### config.mk
export PLATFORM = sky130hd
export DESIGN_NAME = score_screen_top
export DESIGN_NICKNAME = d
export VERILOG_FILES = /design/src/score_screen_pkg.sv /design/src/vga_timing_pkg.sv /design/src/digit_renderer.sv /design/src/pixel_mixer.sv /design/src/score_digits.sv /design/src/score_screen_top.sv /design/src/text_banner.sv /design/src/vga_timing.sv
export SDC_FILE = /design/constraint.sdc
export NUM_CORES = 1
export LEC_CHECK = 0
export BUFFER_PORTS_ARGS = -buffer_cell sky130_fd_sc_hd__buf_2
export CORE_ASPECT_RATIO = 0.7
export CORE_MARGIN = 10
export CORE_UTILIZATION = 35
export CTS_CLUSTER_DIAMETER = 60
export DETAILED_ROUTE_END_ITERATION = 16
export GPL_TIMING_DRIVEN = 0
export PLACE_DENSITY = 0.57
export SLEW_MARGIN = 25
export SYNTH_ARGS = -nofsm -noshare
export SYNTH_HDL_FRONTEND = slang
export SYNTH_HIERARCHICAL = 1
export SYNTH_SLANG_ARGS = --single-unit
### constraint.sdc
create_clock -name clock -period 8.6 [get_ports clock]
set_input_delay 1.72 -clock clock [delete_from_list [all_inputs] [get_ports clock]]
set_output_delay 1.72 -clock clock [all_outputs]
set_load 0.03 [all_outputs]
### src/score_screen_pkg.sv
`default_nettype none

package score_screen_pkg;

    //////////////////////////////////////////////////////////////////////
    // score and digit types
    //////////////////////////////////////////////////////////////////////

    localparam int DIGIT_COUNT = 3;
    localparam int SCORE_MAX   = 999;

    typedef logic [3:0]  digit_t;
    typedef logic [11:0] score_t;

    // a b c d e f g, top bar in bit 6
    typedef logic [6:0] segments_t;

    //////////////////////////////////////////////////////////////////////
    // digit geometry
    //////////////////////////////////////////////////////////////////////

    localparam int DIGIT_LEFT  = 210;
    localparam int DIGIT_PITCH = 75;
    localparam int DIGIT_TOP   = 215;
    localparam int SEG_THICK   = 10;
    localparam int SEG_LEN     = 50;

    //////////////////////////////////////////////////////////////////////
    // FINAL SCORE banner
    //////////////////////////////////////////////////////////////////////

    localparam int TEXT_LEN = 10;
    localparam int GLYPH_H  = 8;
    localparam int GLYPH_W  = 8;
    localparam int TEXT_TOP = 160;

    localparam int TEXT_X [TEXT_LEN] = '{240, 256, 272, 288, 304, 328, 344, 360, 376, 392};

    // F I N A L S C O R E, bit k is the pixel k to the right of the cell edge
    localparam logic [7:0] font_rows [TEXT_LEN][GLYPH_H] = '{
        '{8'b11111000, 8'b00001000, 8'b00001000, 8'b01111000,
          8'b00001000, 8'b00001000, 8'b00001000, 8'b00000000},
        '{8'b00111000, 8'b00010000, 8'b00010000, 8'b00010000,
          8'b00010000, 8'b00010000, 8'b00111000, 8'b00000000},
        '{8'b01000010, 8'b01000110, 8'b01001010, 8'b01010010,
          8'b01100010, 8'b01000010, 8'b01000010, 8'b00000000},
        '{8'b00111110, 8'b01000001, 8'b01000001, 8'b01111111,
          8'b01000001, 8'b01000001, 8'b01000001, 8'b00000000},
        '{8'b00000001, 8'b00000001, 8'b00000001, 8'b00000001,
          8'b00000001, 8'b00000001, 8'b00111111, 8'b00000000},
        '{8'b00111110, 8'b01000001, 8'b00000001, 8'b00111110,
          8'b01000000, 8'b01000001, 8'b00111110, 8'b00000000},
        '{8'b00111100, 8'b01000010, 8'b00000001, 8'b00000001,
          8'b00000001, 8'b01000010, 8'b00111100, 8'b00000000},
        '{8'b01111100, 8'b10000010, 8'b10000010, 8'b10000010,
          8'b10000010, 8'b10000010, 8'b01111100, 8'b00000000},
        '{8'b00011111, 8'b00100001, 8'b00100001, 8'b00011111,
          8'b00010001, 8'b00100001, 8'b01000001, 8'b00000000},
        '{8'b01111110, 8'b00000010, 8'b00000010, 8'b01111110,
          8'b00000010, 8'b00000010, 8'b01111110, 8'b00000000}
    };

    // grey levels, same on r, g and b
    localparam logic [3:0] DIGIT_LEVEL = 4'd15;
    localparam logic [3:0] TEXT_LEVEL  = 4'd9;

endpackage

`default_nettype wire

### src/vga_timing_pkg.sv
`default_nettype none

package vga_timing_pkg;

    //////////////////////////////////////////////////////////////////////
    // raster position
    //////////////////////////////////////////////////////////////////////

    // wide enough for 800 pixels and 525 lines
    typedef logic [9:0] coord_t;

    //////////////////////////////////////////////////////////////////////
    // 640x480 at 60 Hz, in pixel clocks and lines
    //////////////////////////////////////////////////////////////////////

    // horizontal, one row
    localparam int H_ACTIVE = 640;
    localparam int H_FRONT  = 16;
    localparam int H_SYNC   = 96;
    localparam int H_BACK   = 48;

    // vertical, one frame
    localparam int V_ACTIVE = 480;
    localparam int V_FRONT  = 10;
    localparam int V_SYNC   = 2;
    localparam int V_BACK   = 33;

endpackage

`default_nettype wire
### src/digit_renderer.sv
`timescale 1ns/100ps
`default_nettype none

module digit_renderer #(
    parameter int DIGIT_X = score_screen_pkg::DIGIT_LEFT
) (
    input  score_screen_pkg::digit_t digit,
    input  vga_timing_pkg::coord_t   h_pos,
    input  vga_timing_pkg::coord_t   v_pos,
    output logic                     seg_hit
);

    // column edges
    localparam int X_MID   = DIGIT_X + score_screen_pkg::SEG_THICK;
    localparam int X_RIGHT = X_MID + score_screen_pkg::SEG_LEN;
    localparam int X_END   = X_RIGHT + score_screen_pkg::SEG_THICK;

    // row band edges, top bar down to bottom bar
    localparam int Y_UPPER = score_screen_pkg::DIGIT_TOP + score_screen_pkg::SEG_THICK;
    localparam int Y_MID   = Y_UPPER + score_screen_pkg::SEG_LEN;
    localparam int Y_LOWER = Y_MID + score_screen_pkg::SEG_THICK;
    localparam int Y_BOT   = Y_LOWER + score_screen_pkg::SEG_LEN;
    localparam int Y_END   = Y_BOT + score_screen_pkg::SEG_THICK;

    score_screen_pkg::segments_t segs;
    score_screen_pkg::segments_t in_seg;
    int   h;
    int   v;
    logic col_left, col_mid, col_right;
    logic row_top, row_upper, row_mid, row_lower, row_bot;

    // standard active-high pattern, a in the msb
    always_comb begin
        case (digit)
            4'd0:    segs = 7'b1111110;
            4'd1:    segs = 7'b0110000;
            4'd2:    segs = 7'b1101101;
            4'd3:    segs = 7'b1111001;
            4'd4:    segs = 7'b0110011;
            4'd5:    segs = 7'b1011011;
            4'd6:    segs = 7'b1011111;
            4'd7:    segs = 7'b1110000;
            4'd8:    segs = 7'b1111111;
            4'd9:    segs = 7'b1111011;
            default: segs = 7'b0000000;
        endcase
    end

    assign h = int'(h_pos);
    assign v = int'(v_pos);

    assign col_left  = (h >= DIGIT_X) && (h < X_MID);
    assign col_mid   = (h >= X_MID)   && (h < X_RIGHT);
    assign col_right = (h >= X_RIGHT) && (h < X_END);

    assign row_top   = (v >= score_screen_pkg::DIGIT_TOP) && (v < Y_UPPER);
    assign row_upper = (v >= Y_UPPER) && (v < Y_MID);
    assign row_mid   = (v >= Y_MID)   && (v < Y_LOWER);
    assign row_lower = (v >= Y_LOWER) && (v < Y_BOT);
    assign row_bot   = (v >= Y_BOT)   && (v < Y_END);

    // which segment box holds the pixel, same bit order as segs
    assign in_seg = {col_mid & row_top,     col_right & row_upper, col_right & row_lower,
                     col_mid & row_bot,     col_left & row_lower,  col_left & row_upper,
                     col_mid & row_mid};

    assign seg_hit = |(segs & in_seg);

endmodule

`default_nettype wire

### src/pixel_mixer.sv
`timescale 1ns/100ps
`default_nettype none

module pixel_mixer (
    input  logic                                    clock,
    input  logic                                    rst_n,
    input  logic                                    active,
    input  logic                                    hsync,
    input  logic                                    vsync,
    input  logic [score_screen_pkg::DIGIT_COUNT-1:0] seg_hit,
    input  logic                                    text_hit,
    output logic [3:0]                              vga_r,
    output logic [3:0]                              vga_g,
    output logic [3:0]                              vga_b,
    output logic                                    vga_hs,
    output logic                                    vga_vs
);

    logic [3:0] level;

    // digits win over text, blanking forces black
    always_comb begin
        if (active && (|seg_hit)) begin
            level = score_screen_pkg::DIGIT_LEVEL;
        end else if (active && text_hit) begin
            level = score_screen_pkg::TEXT_LEVEL;
        end else begin
            level = 4'd0;
        end
    end

    // sync goes through the same register stage as the colour
    always_ff @(posedge clock) begin
        if (!rst_n) begin
            vga_r  <= 4'd0;
            vga_g  <= 4'd0;
            vga_b  <= 4'd0;
            vga_hs <= 1'b1;
            vga_vs <= 1'b1;
        end else begin
            vga_r  <= level;
            vga_g  <= level;
            vga_b  <= level;
            vga_hs <= hsync;
            vga_vs <= vsync;
        end
    end

endmodule

`default_nettype wire

### src/score_digits.sv
`timescale 1ns/100ps
`default_nettype none

module score_digits (
    input  logic                                                    clock,
    input  logic                                                    rst_n,
    input  logic                                                    frame_start,
    input  score_screen_pkg::score_t                                score,
    output score_screen_pkg::digit_t [score_screen_pkg::DIGIT_COUNT-1:0] digits
);

    score_screen_pkg::score_t clamped;
    score_screen_pkg::score_t held;

    // anything past three digits saturates
    assign clamped = (score > score_screen_pkg::score_t'(score_screen_pkg::SCORE_MAX))
                   ? score_screen_pkg::score_t'(score_screen_pkg::SCORE_MAX)
                   : score;

    // sampled at the top of the frame only, so one frame never mixes two scores
    always_ff @(posedge clock) begin
        if (!rst_n) begin
            held <= '0;
        end else if (frame_start) begin
            held <= clamped;
        end
    end

    //////////////////////////////////////////////////////////////////////
    // decimal split, position 0 is the ones digit
    //////////////////////////////////////////////////////////////////////

    for (genvar i = 0; i < score_screen_pkg::DIGIT_COUNT; i++) begin : g_split
        assign digits[i] = score_screen_pkg::digit_t'((int'(held) / (10 ** i)) % 10);
    end

endmodule

`default_nettype wire

### src/score_screen_top.sv
`timescale 1ns/100ps
`default_nettype none

module score_screen_top #(
    parameter int H_ACTIVE = vga_timing_pkg::H_ACTIVE,
    parameter int H_FRONT  = vga_timing_pkg::H_FRONT,
    parameter int H_SYNC   = vga_timing_pkg::H_SYNC,
    parameter int H_BACK   = vga_timing_pkg::H_BACK,
    parameter int V_ACTIVE = vga_timing_pkg::V_ACTIVE,
    parameter int V_FRONT  = vga_timing_pkg::V_FRONT,
    parameter int V_SYNC   = vga_timing_pkg::V_SYNC,
    parameter int V_BACK   = vga_timing_pkg::V_BACK
) (
    input  logic                     clock,
    input  logic                     rst_n,
    input  score_screen_pkg::score_t score,
    output logic [3:0]               vga_r,
    output logic [3:0]               vga_g,
    output logic [3:0]               vga_b,
    output logic                     vga_hs,
    output logic                     vga_vs
);

    vga_timing_pkg::coord_t h_pos;
    vga_timing_pkg::coord_t v_pos;
    logic active, hsync, vsync, frame_start;
    logic text_hit;
    logic [score_screen_pkg::DIGIT_COUNT-1:0] seg_hit;
    score_screen_pkg::digit_t [score_screen_pkg::DIGIT_COUNT-1:0] digits;

    vga_timing #(
        .H_ACTIVE(H_ACTIVE), .H_FRONT(H_FRONT), .H_SYNC(H_SYNC), .H_BACK(H_BACK),
        .V_ACTIVE(V_ACTIVE), .V_FRONT(V_FRONT), .V_SYNC(V_SYNC), .V_BACK(V_BACK)
    ) u_timing (
        .clock(clock), .rst_n(rst_n), .h_pos(h_pos), .v_pos(v_pos), .active(active),
        .hsync(hsync), .vsync(vsync), .frame_start(frame_start)
    );

    score_digits u_digits (
        .clock(clock), .rst_n(rst_n), .frame_start(frame_start), .score(score), .digits(digits)
    );

    // ones digit on the right, hundreds on the left
    for (genvar i = 0; i < score_screen_pkg::DIGIT_COUNT; i++) begin : g_digit
        digit_renderer #(
            .DIGIT_X(score_screen_pkg::DIGIT_LEFT
                     + (score_screen_pkg::DIGIT_COUNT - 1 - i) * score_screen_pkg::DIGIT_PITCH)
        ) u_render (
            .digit(digits[i]), .h_pos(h_pos), .v_pos(v_pos), .seg_hit(seg_hit[i])
        );
    end

    text_banner u_banner (.h_pos(h_pos), .v_pos(v_pos), .text_hit(text_hit));

    pixel_mixer u_mixer (
        .clock(clock), .rst_n(rst_n), .active(active), .hsync(hsync), .vsync(vsync),
        .seg_hit(seg_hit), .text_hit(text_hit), .vga_r(vga_r), .vga_g(vga_g), .vga_b(vga_b),
        .vga_hs(vga_hs), .vga_vs(vga_vs)
    );

endmodule

`default_nettype wire

### src/text_banner.sv
`timescale 1ns/100ps
`default_nettype none

module text_banner (
    input  vga_timing_pkg::coord_t h_pos,
    input  vga_timing_pkg::coord_t v_pos,
    output logic                   text_hit
);

    localparam int TEXT_BOTTOM = score_screen_pkg::TEXT_TOP + score_screen_pkg::GLYPH_H;

    logic       in_rows;
    logic [2:0] row;

    assign in_rows = (int'(v_pos) >= score_screen_pkg::TEXT_TOP) && (int'(v_pos) < TEXT_BOTTOM);
    assign row     = 3'(int'(v_pos) - score_screen_pkg::TEXT_TOP);

    //////////////////////////////////////////////////////////////////////
    // letter cell lookup
    //////////////////////////////////////////////////////////////////////

    // cells do not overlap, so at most one letter matches
    always_comb begin
        int col;
        text_hit = 1'b0;
        for (int i = 0; i < score_screen_pkg::TEXT_LEN; i++) begin
            col = int'(h_pos) - score_screen_pkg::TEXT_X[i];
            if (in_rows && (col >= 0) && (col < score_screen_pkg::GLYPH_W)) begin
                text_hit = score_screen_pkg::font_rows[i][row][col[2:0]];
            end
        end
    end

endmodule

`default_nettype wire

### src/vga_timing.sv
`timescale 1ns/100ps
`default_nettype none

module vga_timing #(
    parameter int H_ACTIVE = vga_timing_pkg::H_ACTIVE,
    parameter int H_FRONT  = vga_timing_pkg::H_FRONT,
    parameter int H_SYNC   = vga_timing_pkg::H_SYNC,
    parameter int H_BACK   = vga_timing_pkg::H_BACK,
    parameter int V_ACTIVE = vga_timing_pkg::V_ACTIVE,
    parameter int V_FRONT  = vga_timing_pkg::V_FRONT,
    parameter int V_SYNC   = vga_timing_pkg::V_SYNC,
    parameter int V_BACK   = vga_timing_pkg::V_BACK
) (
    input  logic                   clock,
    input  logic                   rst_n,
    output vga_timing_pkg::coord_t h_pos,
    output vga_timing_pkg::coord_t v_pos,
    output logic                   active,
    output logic                   hsync,
    output logic                   vsync,
    output logic                   frame_start
);

    // last count and sync window edges, sync end is exclusive
    localparam int H_LAST       = H_ACTIVE + H_FRONT + H_SYNC + H_BACK - 1;
    localparam int V_LAST       = V_ACTIVE + V_FRONT + V_SYNC + V_BACK - 1;
    localparam int H_SYNC_START = H_ACTIVE + H_FRONT;
    localparam int H_SYNC_END   = H_SYNC_START + H_SYNC;
    localparam int V_SYNC_START = V_ACTIVE + V_FRONT;
    localparam int V_SYNC_END   = V_SYNC_START + V_SYNC;

    vga_timing_pkg::coord_t h_next;
    vga_timing_pkg::coord_t v_next;

    // next pixel, the line advances when a row wraps
    always_comb begin
        h_next = h_pos + 1'b1;
        v_next = v_pos;
        if (h_pos == vga_timing_pkg::coord_t'(H_LAST)) begin
            h_next = '0;
            if (v_pos == vga_timing_pkg::coord_t'(V_LAST)) begin
                v_next = '0;
            end else begin
                v_next = v_pos + 1'b1;
            end
        end
    end

    // flags are decoded from the next count so they line up with h_pos and v_pos
    always_ff @(posedge clock) begin
        if (!rst_n) begin
            h_pos       <= '0;
            v_pos       <= '0;
            active      <= 1'b1;
            hsync       <= 1'b1;
            vsync       <= 1'b1;
            frame_start <= 1'b1;
        end else begin
            h_pos       <= h_next;
            v_pos       <= v_next;
            active      <= (int'(h_next) < H_ACTIVE) && (int'(v_next) < V_ACTIVE);
            hsync       <= !((int'(h_next) >= H_SYNC_START) && (int'(h_next) < H_SYNC_END));
            vsync       <= !((int'(v_next) >= V_SYNC_START) && (int'(v_next) < V_SYNC_END));
            frame_start <= (h_next == '0) && (v_next == '0);
        end
    end

endmodule

`default_nettype wire

## After elaboration in Yosys (flattened, before gate mapping)

Memory sizes are Yosys's and may differ from the RTL's.
Cells that the tools add are included.

- Bits of input ports: 14
- Memories kept: 13
- Memory bits (read-only): 976
- Bits in registers: 42

- Reduce and logical (&&, ||, !) cells: 46
- $add $sub $neg: 13
- Equality and inequality tests: 2
- $lt $le $gt $ge: 68
- Divide/modulo/power cells: 5
- Mux-type cells: 56
- Bitwise gates (word level): 25

Memories:

| name | depth | width | read ports | clocked after Yosys merged registers in | wr ports | line | RTL |
|---|---|---|---|---|---|---|---|
| (name not given) | 16 | 7 | 1 | 0 | 0 | digit_renderer.sv:34 | `case (digit)` |
| (name not given) | 16 | 7 | 1 | 0 | 0 | digit_renderer.sv:34 |  |
| (name not given) | 16 | 7 | 1 | 0 | 0 | digit_renderer.sv:34 |  |
| (name not given) | 8 | 8 | 1 | 0 | 0 | text_banner.sv:29 | `text_hit = score_screen_pkg::font_rows[i][row][col[2:0]];` |
| (name not given) | 8 | 8 | 1 | 0 | 0 | text_banner.sv:29 |  |
| (name not given) | 8 | 8 | 1 | 0 | 0 | text_banner.sv:29 |  |
| 7 more memories | -- | -- | -- | -- | -- | -- |  |

Operators with widths:

| operator | count |
|---|---|
| 32-bit by 1-bit greater-or-equal comparator with 1-bit output (second input constant) | 10 |
| 32-bit by 5-bit < comparator with 1-bit output (second input constant) | 10 |
| 8-bit two-way mux | 20 |
| 10-bit by 9-bit < comparator with 1-bit output (second input constant) | 14 |
| 10-bit by 9-bit greater-or-equal comparator with 1-bit output (second input constant) | 11 |
| 10-bit by 9-bit subtractor with 11-bit output (second input constant) | 9 |
| 32-bit by 5-bit remainder unit with 32-bit output (second input constant) | 2 |
| 10-bit by 8-bit greater-or-equal comparator with 1-bit output (second input constant) | 5 |
| 1-bit logical AND | 41 |
| 3-bit by 4-bit < comparator with 1-bit output (second input constant) | 10 |
| 13-bit by 5-bit divider with 32-bit output (second input constant) | 1 |
| 13-bit by 8-bit divider with 32-bit output (second input constant) | 1 |
| 13-bit by 5-bit remainder unit with 32-bit output (second input constant) | 1 |
| 1-bit binary-select mux with 3-bit select | 10 |
| 10-bit by 8-bit < comparator with 1-bit output (second input constant) | 3 |
| 10-bit two-way mux | 3 |
| 1-bit AND | 21 |
| 7-bit AND | 3 |
| 21-bit OR reduction | 1 |
| 10-bit by 1-bit adder with 10-bit output (second input constant) | 2 |
| 10-bit equality test (second input constant) | 2 |
| 10-bit logical NOT | 2 |
| 10-bit < comparator (second input constant) | 2 |
| 1-bit two-way mux | 20 |
| 9 further kinds | 11 |

## Longest topological paths before layout

Gate-level depths: netlist (run 1).

- Depth after elaboration: 20
- Mapped depth: 38

## By module

Netlist (run 1), hierarchy kept.

By module, submodules not included:

| module | area each (µm²) | times used | cells each | seq. area each (µm²) |
|---|---|---|---|---|
| score_digits | 4610.7 | 1 | 703 | 240.2 |
| text_banner | 1495.2 | 1 | 206 | 0.0 |
| vga_timing | 1447.6 | 1 | 160 | 480.5 |
| digit_renderer (g_digit[2].u_render) | 516.7 | 1 | 66 | 0.0 |
| digit_renderer (g_digit[1].u_render) | 515.5 | 1 | 70 | 0.0 |
| digit_renderer (g_digit[0].u_render) | 498.0 | 1 | 67 | 0.0 |
| pixel_mixer | 193.9 | 1 | 21 | 80.1 |

## Least setup slack after synthesis (run 1)

OpenSTA, ideal clock, no wires.

- Path type: register to register
- Start: register u_digits.held[9]
- End: register u_mixer.vga_b[0]
- Stages on the path, launching flop included: 36
- Setup slack: 0.632 ns
- Buffers on the path: 4
- Arrival: 7.899 ns
- Required time: 8.530 ns
- Cell sequence: dfxtp_1 > nor2_2 > inv_2 > ha_1 > nand2b_4 > o21ai_4 > o211ai_1 > buf_2 > o21ai_2 > o2111ai_1 > and3_1 > buf_6 > a222oi_1 > or4_1 > buf_6 > mux2_1 > nand3_2 > o22ai_1 > a41o_1 > or3_1 > buf_6 > clkinv_4 > a31oi_4 > a2111oi_4 > o31ai_2 > a211o_1 > mux2i_1 > inv_1 > ha_1 > nor2b_1 > a2111oi_1 > a22oi_1 > o31a_1 > o221ai_2 > nor3_2 > a21oi_1

RTL lines:

| item | line | RTL |
|---|---|---|
| from (decl) | score_digits.sv:13 | `score_screen_pkg::score_t held;` |
| from (signal assigned) | score_digits.sv:25 | `held <= clamped;` |
| to (signal assigned) | pixel_mixer.sv:43 | `vga_b <= level;` |
| to (decl) | pixel_mixer.sv:14 | `output logic [3:0] vga_b,` |

==> results of run 1 <==
[where the power goes]
| group | switching, mW | internal, mW | total [mW] |
|---|---|---|---|
| logic | 0.571 | 0.406 | 0.976 |
| clock network | 0.0897 | 0.106 | 0.195 |
| registers | 0.0131 | 0.190 | 0.203 |
[how the worst min path moves through the flow]
stage	from	endpoint	slack, ns
2_1_floorplan	u_timing/hsync$_SDFF_PN1_	u_mixer/vga_hs$_SDFF_PN1_	0.39
3_3_place_gp	u_timing/hsync$_SDFF_PN1_	u_mixer/vga_hs$_SDFF_PN1_	0.40
3_5_place_dp	u_timing/vsync$_SDFF_PN1_	u_mixer/vga_vs$_SDFF_PN1_	0.40
4_1_cts	u_timing/vsync$_SDFF_PN1_	u_mixer/vga_vs$_SDFF_PN1_	0.43
5_1_grt	u_timing/vsync$_SDFF_PN1_	u_mixer/vga_vs$_SDFF_PN1_	0.45
6_report	u_timing/vsync$_SDFF_PN1_	u_mixer/vga_vs$_SDFF_PN1_	0.42
[through the flow]
stage	total power [mW]	setup slack (ns)	instances
after floorplan	0.864	0.632	1293
after global placement	1.04	-0.931	1677
after detailed placement	1.04	-0.668	1678
after CTS	1.29	0.0587	1692
after global routing	1.48	-0.0181	1705
final	1.38	0.395	1705
[placed cells by master (no fill, tap or decap), drive strengths merged, types with 14 or more instances in the layout]
master    n
nor2b    28
o21ai    75
ha       56
a211o    17
and2     24
nand2b   24
buf     103
o31ai    15
dfxtp    40
nand2    98
nor3     49
and3     14
nand4    24
o211ai   24
xnor2    34
mux2i    16
a31oi    24
nand3    59
a21oi    80
or3      19
nor2     98
o22ai    22
a211oi   25
inv      61
nor4     17
xor2     15
a22oi    14
nor3b    14
clkbuf   38
[area by class of cell]
class / count / area share, %
timing repair buffer: 49 / 2.86
multi-input combinational: 1102 / 76.6
clock inverter: 2 / 0.120
tap: 357 / 4.29
inverter: 63 / 2.32
clock buffer: 5 / 1.20
buffer: 87 / 4.84
sequential: 40 / 7.73
[worst reg2reg max path, delay by kind of cell (launching register included)]
family,cells,cell delay (ns)
compound gates,14,3.27
fa+ha+maj,3,0.86
buf+inv,8,1.21
flops,1,0.40
mux,2,0.56
simple gates,10,1.82
[flip-flops by register name (all words and copies together), names as in the netlist]
| signal | count |
|---|---|
| u_timing/h_pos | 10 |
| u_mixer/vga_b | 2 |
| u_timing/vsync | 1 |
| u_digits/held | 12 |
| u_timing/hsync | 1 |
| u_timing/frame_start | 1 |
| u_timing/v_pos | 10 |
| u_mixer/vga_hs | 1 |
| u_mixer/vga_vs | 1 |
| u_timing/active | 1 |
[timing repair]
action	4_1_cts	5_1_grt
pin swaps	6	8
hold endpoints to repair	0	0
gates resized for setup	17	35
endpoints found under the setup margin	2	2
setup buffers	7	14
[kinds of logic (layout without fill, tap and decap cells)]
kind of cell,after synthesis,in the layout,share of synthesized area (%)
muxes,27,27,3.06
xor gates and xnor gates,49,49,4.71
AOI/OAI and AO/OA,430,430,34.8
buffers and inverters,151,206,7.94
DFF,40,40,8.63
adders and majority gates,63,63,8.31
and+or+nand+nor,533,533,32.5
[layer usage]
metal | vias to the layer above | share of wire [%]
li1 | 5053 | -
met1 | 4890 | 52
met2 | 440 | 39
met3 | 23 | 8.2
met4 | 0 | 0.93
met5 | - | 0
==> reports/metrics.cfg, run 1 <==
[placement]
place_area_um2=9860
hpwl_um=22200
routabilityCongestion=0.942
io_buffers=27

[synth]
synth_nets=1363
yosys-top-cells-count=nand2_1, nor2_1, a21oi_1
synth_ff_type=dfxtp_1
netlist.top_cell.by_area=dfxtp_1
synth_edf_count=0
yosysMostFrequentCell=nand2_1
ys_types=131
synthTopCellsByArea=dfxtp_1, ha_1, a21oi_1
synth_top_area_share_pct=8.63
async_reset_ff_share_pct=0
synth-seq-cells=40
yosysWarningCount=6
netlist_instances=1293
syn_area_um2=9280
ys_seq_area_share_pct=8.63
avgSynthCellArea_um2=7.18

[final_layout]
regArea_um2=805
layout-drive-gt1-share_pct=17.7
final_area_um2=10400
nets=1418
fillers=2671
multi_input_area_um2=7970
antennaDiodeCount=0
fin_util_pct=40.2
syn_to_final_growth_pct=12.1

[cts]
clock_sinks=40
numCtsBuffers=5
clk_latency_ns=0.31
clockBufferDepth=2
cts_tree=yes
postCtsHoldBufs=0
root_buffer=clkbuf_16
cts_htree_levels=2
path_clk_slew_ns=0.07

[sta]
hold_viol_final=0
tns_ns=0
worst_pin_slew_ns=0.980
fin_crit_ns=8.20
slew_violations=0
timing.final.crit_share_pct=95.4
fmax_mhz=122
relSlewSlack_pct=34.6
hold_slack_ns=0.422
finalSetupViolCount=0
fin_skew_ns=0.0150

[worst_hold_path]
hold_class=flop to flop
min_path_cells=1

[setup_path]
r2r_start=u_digits/held[9]$_SDFFE_PN0P_
cp_data_arrival_time_ns=8.45
cp.depth=37
worst-path-buf-inv=8
startpoint=u_digits/held[9]$_SDFFE_PN0P_
endpoint=u_mixer/vga_b[0]$_SDFF_PN0_
startpoint_type=flop
crit_family=compound AO/OA/AOI/OAI gates
required_ns=8.84
crit_type=flop to flop
reg2regPathDepth=37
rr_endpoint=u_mixer/vga_b[0]$_SDFF_PN0_
ff2ff_setup_slack_ns=0.40
path_max_fanout=10
cp-end-kind=flop
crit_path_max_incr_delay_ns=0.47
critPathSlowestCell=a2111oi_0

[routing]
drt_iter0_drc=1241
first_pass_iters=6
ant_nets=0
routed_wl_um=29600
viasPerCell=6.10
vias=10406
drc=0
wl_per_cell_um=17.4

[pwr]
powerDensity_nw_per_um2=132
irDropWorstVdd_uv=72.1
p_leak_nw=3.93

[floorplan]
start_util_pct=35.9
chipWidth_um=215
die_h_um=156
io_pins=28
die_area_um2=33500
row_count=49
core_region_area_um2=25900

[global_routing]
grt.total_usage_pct=16.6
use_met2_pct=22.9
antenna_found_initial=0
first_global_vias=8990
grt_overflow=0
met1_usage_pct=26.2
use_met3_pct=2.31
grt_pass1_wl_um=47700
grt_max_degree=29
gr-max-usage-layer=met1

[run_status]
status=finished clean

[job]
maxCapViolCount=0

(Power assumes the default switching activity.)
==> inputs of run 2 (changes only) <==
--- a/config.mk
+++ b/config.mk
@@ -6,7 +6,7 @@
 export NUM_CORES = 1
 export LEC_CHECK = 0
 export BUFFER_PORTS_ARGS = -buffer_cell sky130_fd_sc_hd__buf_2
-export CORE_ASPECT_RATIO = 0.7
+export CORE_ASPECT_RATIO = 0.75
 export CORE_MARGIN = 10
 export CORE_UTILIZATION = 35
 export CTS_CLUSTER_DIAMETER = 60
==> reports/metrics.cfg, run 2 (same netlist as run 1, synthesis figures left out) <==
[run_status]
status=finished clean

[job]
maxCapViolCount=0

[global_routing]
grt_overflow=0
first_global_vias=9036
grt.total_usage_pct=16.4
grt_pass1_wl_um=48000
grt_max_degree=29
antenna_found_initial=0

[final_layout]
antennaDiodeCount=0
final_common_cell=nand2_1
nets=1422
largestRegisters=u_digits/held x12, u_timing/h_pos x10, u_timing/v_pos x10
layout_common_cells=nand2_1, nor2_1, a21oi_1, o21ai_0, nand3_1
largest-register=u_digits/held
fillers=2746
layout-drive-gt1-share_pct=18.3
fin_cells=1697
largest_reg_flops=12
final_area_um2=10500
syn_to_final_growth_pct=12.6

[placement]
place_area_um2=9850
place_ws_ns=-0.652
io_buffers=27
place_inst=1665
hpwl_um=22100
routabilityCongestion=0.908

[cts]
cts_tree=yes
cts_htree_levels=2
clock_sinks=40
path_clk_slew_ns=0.07
clockBufferDepth=2
clk_latency_ns=0.30
root_buffer=clkbuf_16
numCtsBuffers=5

[sta]
hold_viol_final=0
timing.final.crit_share_pct=96.3
finalSetupViolCount=0
fin_skew_ns=0.0116
fin_ws_ns=0.317
fin_crit_ns=8.28
relSlewSlack_pct=28.4
worst_pin_slew_ns=1.07
hold_slack_ns=0.416
slew_violations=0
fmax_mhz=121

[floorplan]
row_count=51
chipWidth_um=208
io_pins=28
start_util_pct=35.6
die_area_um2=33500
die_h_um=161
core_region_area_um2=26000

[setup_path]
cp_data_arrival_time_ns=8.52
cp-end-kind=flop
critPathSlowestCell=a222oi_1
startpoint=u_digits/held[9]$_SDFFE_PN0P_
reg2regPathDepth=38
r2r_start=u_digits/held[9]$_SDFFE_PN0P_
startpoint_type=flop
cp_common_cell=buf_4
crit_type=flop to flop
required_ns=8.84
ff2ff_setup_slack_ns=0.32
crit_path_max_incr_delay_ns=0.49
rr_endpoint=u_mixer/vga_b[0]$_SDFF_PN0_
path_max_fanout=10
endpoint=u_mixer/vga_b[0]$_SDFF_PN0_

[routing]
wl_per_cell_um=17.4
drc=0
viasPerCell=6.10
first_pass_iters=5
drt_iter0_drc=1239
ant_nets=0
routed_wl_um=29500
vias=10353

[pwr]
p_leak_nw=3.96
irDropWorstVdd_uv=83.8
powerDensity_nw_per_um2=135

[worst_hold_path]
hold_class=flop to flop

run 2: critical path, delay by kind of cell, from the launching register on:
family,cells,cell delay [ns]
buffers and inverters,10,1.57
multiplexers,2,0.60
adder cells (fa/ha/maj),2,0.62
AO/OA/AOI/OAI,16,3.66
flip-flops,1,0.35
AND/OR/NAND/NOR,8,1.40
run 2: layout make-up:
class | count | area, µm² | share of cell area, %
multi-input combinational | 1102 | 7980 | 76.3
sequential | 40 | 805 | 7.70
buffer | 87 | 497 | 4.75
tap | 344 | 430 | 4.12
timing repair buffer | 53 | 328 | 3.14
inverter | 63 | 241 | 2.31
clock buffer | 5 | 125 | 1.20
clock inverter | 3 | 46.3 | 0.443
run 2: worst min-delay path by stage:
| stage | startpoint | endpoint | slack, ns | cells past startpoint |
|---|---|---|---|---|
| floorplan | u_timing/hsync$_SDFF_PN1_ | u_mixer/vga_hs$_SDFF_PN1_ | 0.39 | 1 |
| global placement | u_timing/hsync$_SDFF_PN1_ | u_mixer/vga_hs$_SDFF_PN1_ | 0.40 | 1 |
| detailed placement | u_timing/vsync$_SDFF_PN1_ | u_mixer/vga_vs$_SDFF_PN1_ | 0.40 | 1 |
| CTS | u_timing/vsync$_SDFF_PN1_ | u_mixer/vga_vs$_SDFF_PN1_ | 0.42 | 1 |
| global route | u_timing/vsync$_SDFF_PN1_ | u_mixer/vga_vs$_SDFF_PN1_ | 0.45 | 1 |
| finish | u_timing/vsync$_SDFF_PN1_ | u_mixer/vga_vs$_SDFF_PN1_ | 0.42 | 1 |
run 2: timing repair:
item,4_1_cts,5_1_grt
pin swaps,7,9
gates cloned,0,0
hold buffers,0,0
gates resized for setup,14,36
endpoints found under the setup margin,2,2
setup buffers,7,18
run 2: metrics by stage:
stage / util, % / power, mW / TNS, ns
final: 40.1 / 1.41 / 0
after global routing: 40.1 / 1.52 / -0.0517
after CTS: 39.0 / 1.33 / 0
after floorplan: - / 0.864 / 0
after global placement: 37.8 / 1.04 / -1.78
after detailed placement: 37.9 / 1.04 / -1.27
run 2: where the power goes:
group	leakage, nW	switching (mW)	total (mW)	internal, mW
clock	0.0804	0.0890	0.227	0.138
combinational	3.55	0.574	0.977	0.403
sequential	0.327	0.0128	0.203	0.190
total	3.96	0.676	1.41	0.731
run 2: layer usage:
layer,part of all wire [%],track usage (%),vias up
li1,-,-,5044
met1,51,25.9,4888
met2,41,23.3,404
met3,7.6,1.72,17
met4,0.61,2.30,0
met5,0,0,-
==> inputs of run 3 (changes only) <==
--- a/config.mk
+++ b/config.mk
@@ -5,7 +5,7 @@
 export SDC_FILE = /design/constraint.sdc
 export NUM_CORES = 1
 export LEC_CHECK = 0
-export BUFFER_PORTS_ARGS = -buffer_cell sky130_fd_sc_hd__buf_2
+export BUFFER_PORTS_ARGS = -buffer_cell sky130_fd_sc_hd__clkbuf_2
 export CORE_ASPECT_RATIO = 0.75
 export CORE_MARGIN = 10
 export CORE_UTILIZATION = 35
==> reports/metrics.cfg, run 3 (same netlist as run 1, synthesis figures left out) <==
[cts]
clk_latency_ns=0.30
clock_sinks=40
postCtsHoldBufs=0
root_buffer=clkbuf_16
cts_htree_levels=2
cts_tree=yes
numCtsBuffers=5
clockBufferDepth=2
path_clk_slew_ns=0.07

[setup_path]
crit_type=flop to flop
crit_path_max_incr_delay_ns=0.57
cp-end-kind=flop
startpoint_type=flop
cp_data_arrival_time_ns=8.40
required_ns=8.79
path_max_fanout=10
critPathSlowestCell=nor4_4

[placement]
io_buffers=27
routabilityCongestion=0.910
hpwl_um=22300
place_area_um2=9850

[routing]
wl_per_cell_um=17.7
viasPerCell=6.18
routed_wl_um=29900
drc=0
vias=10439
ant_nets=0
first_pass_iters=6
drt_iter0_drc=1094

[pwr]
power_frac_clock_pct=15.8
powerDensity_nw_per_um2=138
pwr-share-comb_pct=70.1
p_int_uw=748
p_leak_nw=3.93
p_switching_uw=687
p_sw_share_pct=47.9
irDropWorstVdd_uv=100
pwr-share-seq_pct=14.1

[job]
maxCapViolCount=0

[sta]
hold_slack_ns=0.413
worst_pin_slew_ns=0.984
finalSetupViolCount=0
relSlewSlack_pct=34.3
hold_viol_final=0
fin_crit_ns=8.21
slew_violations=0
timing.final.crit_share_pct=95.5
tns_ns=0
fmax_mhz=122
fin_skew_ns=0.0100
rsz0062_at_grt=no

[floorplan]
io_pins=28
die_area_um2=33500
die_h_um=161
start_util_pct=35.6
chipWidth_um=208
core_region_area_um2=26000
row_count=51

[worst_hold_path]
hold_class=flop to flop

[final_layout]
largestRegisters=u_digits/held x12, u_timing/h_pos x10, u_timing/v_pos x10
layout_common_cells=nand2_1, nor2_1, a21oi_1, o21ai_0, nand3_1
nets=1415
largest_reg_flops=12
final_common_cell=nand2_1
largest-register=u_digits/held
final_area_um2=10400
antennaDiodeCount=0
syn_to_final_growth_pct=12.5
fin_util_pct=40.1
layout-drive-gt1-share_pct=17.8

[global_routing]
grt_overflow=0
first_global_vias=9228
grt_pass1_wl_um=48400
grt.total_usage_pct=16.7
grt_max_degree=29
antenna_found_initial=0

[run_status]
status=finished clean

run 3: area by class of cell:
type / count / area [µm²]
Timing Repair Buffer: 46 / 293
Fill cell: 2792 / 15600
Sequential cell: 40 / 805
Buffer: 87 / 499
Multi-Input combinational cell: 1102 / 8000
Clock buffer: 5 / 125
Clock inverter: 3 / 46.3
Inverter: 63 / 241
Tap cell: 344 / 430
run 3: power by group through the flow:
stage	clock network, mW	logic (mW)	registers, mW
after floorplan	0	0.662	0.202
after global placement	0	0.831	0.206
after detailed placement	0	0.840	0.206
after CTS	0.232	0.917	0.202
after global routing	0.242	1.10	0.204
final	0.227	1.01	0.203
run 3: critical path: cells and delay by family, from the launching register on:
kind | cells | cell delay [ns]
adder cells (fa/ha/maj) | 2 | 0.57
XOR/XNOR | 1 | 0.21
buffers and inverters | 9 | 1.32
AO/OA/AOI/OAI | 15 | 3.37
flip-flops | 1 | 0.37
AND/OR/NAND/NOR | 9 | 2.24
run 3: through the flow:
| step | setup slack (ns) | power, mW | cells |
|---|---|---|---|
| after floorplan | 0.632 | 0.864 | 1293 |
| after global placement | -0.903 | 1.04 | 1664 |
| after detailed placement | -0.579 | 1.05 | 1665 |
| after CTS | 0.0280 | 1.35 | 1679 |
| after global routing | 0.00491 | 1.55 | 1690 |
| final | 0.391 | 1.44 | 1690 |
run 3: metal layers:
| metal | track usage (%) | share of wire (%) | up-vias |
|---|---|---|---|
| li1 | - | - | 5022 |
| met2 | 23.8 | 40 | 391 |
| met5 | 0 | 0 | - |
| met3 | 1.85 | 6.7 | 27 |
| met1 | 25.9 | 52 | 4999 |
| met4 | 3.06 | 0.97 | 0 |
run 3: worst paths after layout:
check | from | endpoint | slack, ns | cells after the start
max | u_digits/held[9]$_SDFFE_PN0P_ | u_mixer/vga_b[0]$_SDFF_PN0_ | 0.39 | 36
min reg2reg | u_timing/hsync$_SDFF_PN1_ | u_mixer/vga_hs$_SDFF_PN1_ | 0.41 | 1
max reg2reg | u_digits/held[9]$_SDFFE_PN0P_ | u_mixer/vga_b[0]$_SDFF_PN0_ | 0.39 | 36
min | u_timing/hsync$_SDFF_PN1_ | u_mixer/vga_hs$_SDFF_PN1_ | 0.41 | 1
run 3: what timing repair did:
action                     CTS  global route
setup buffers                6            12
gates resized for setup     18            32
setup endpoints to repair    2             2
pin swaps                    6            13
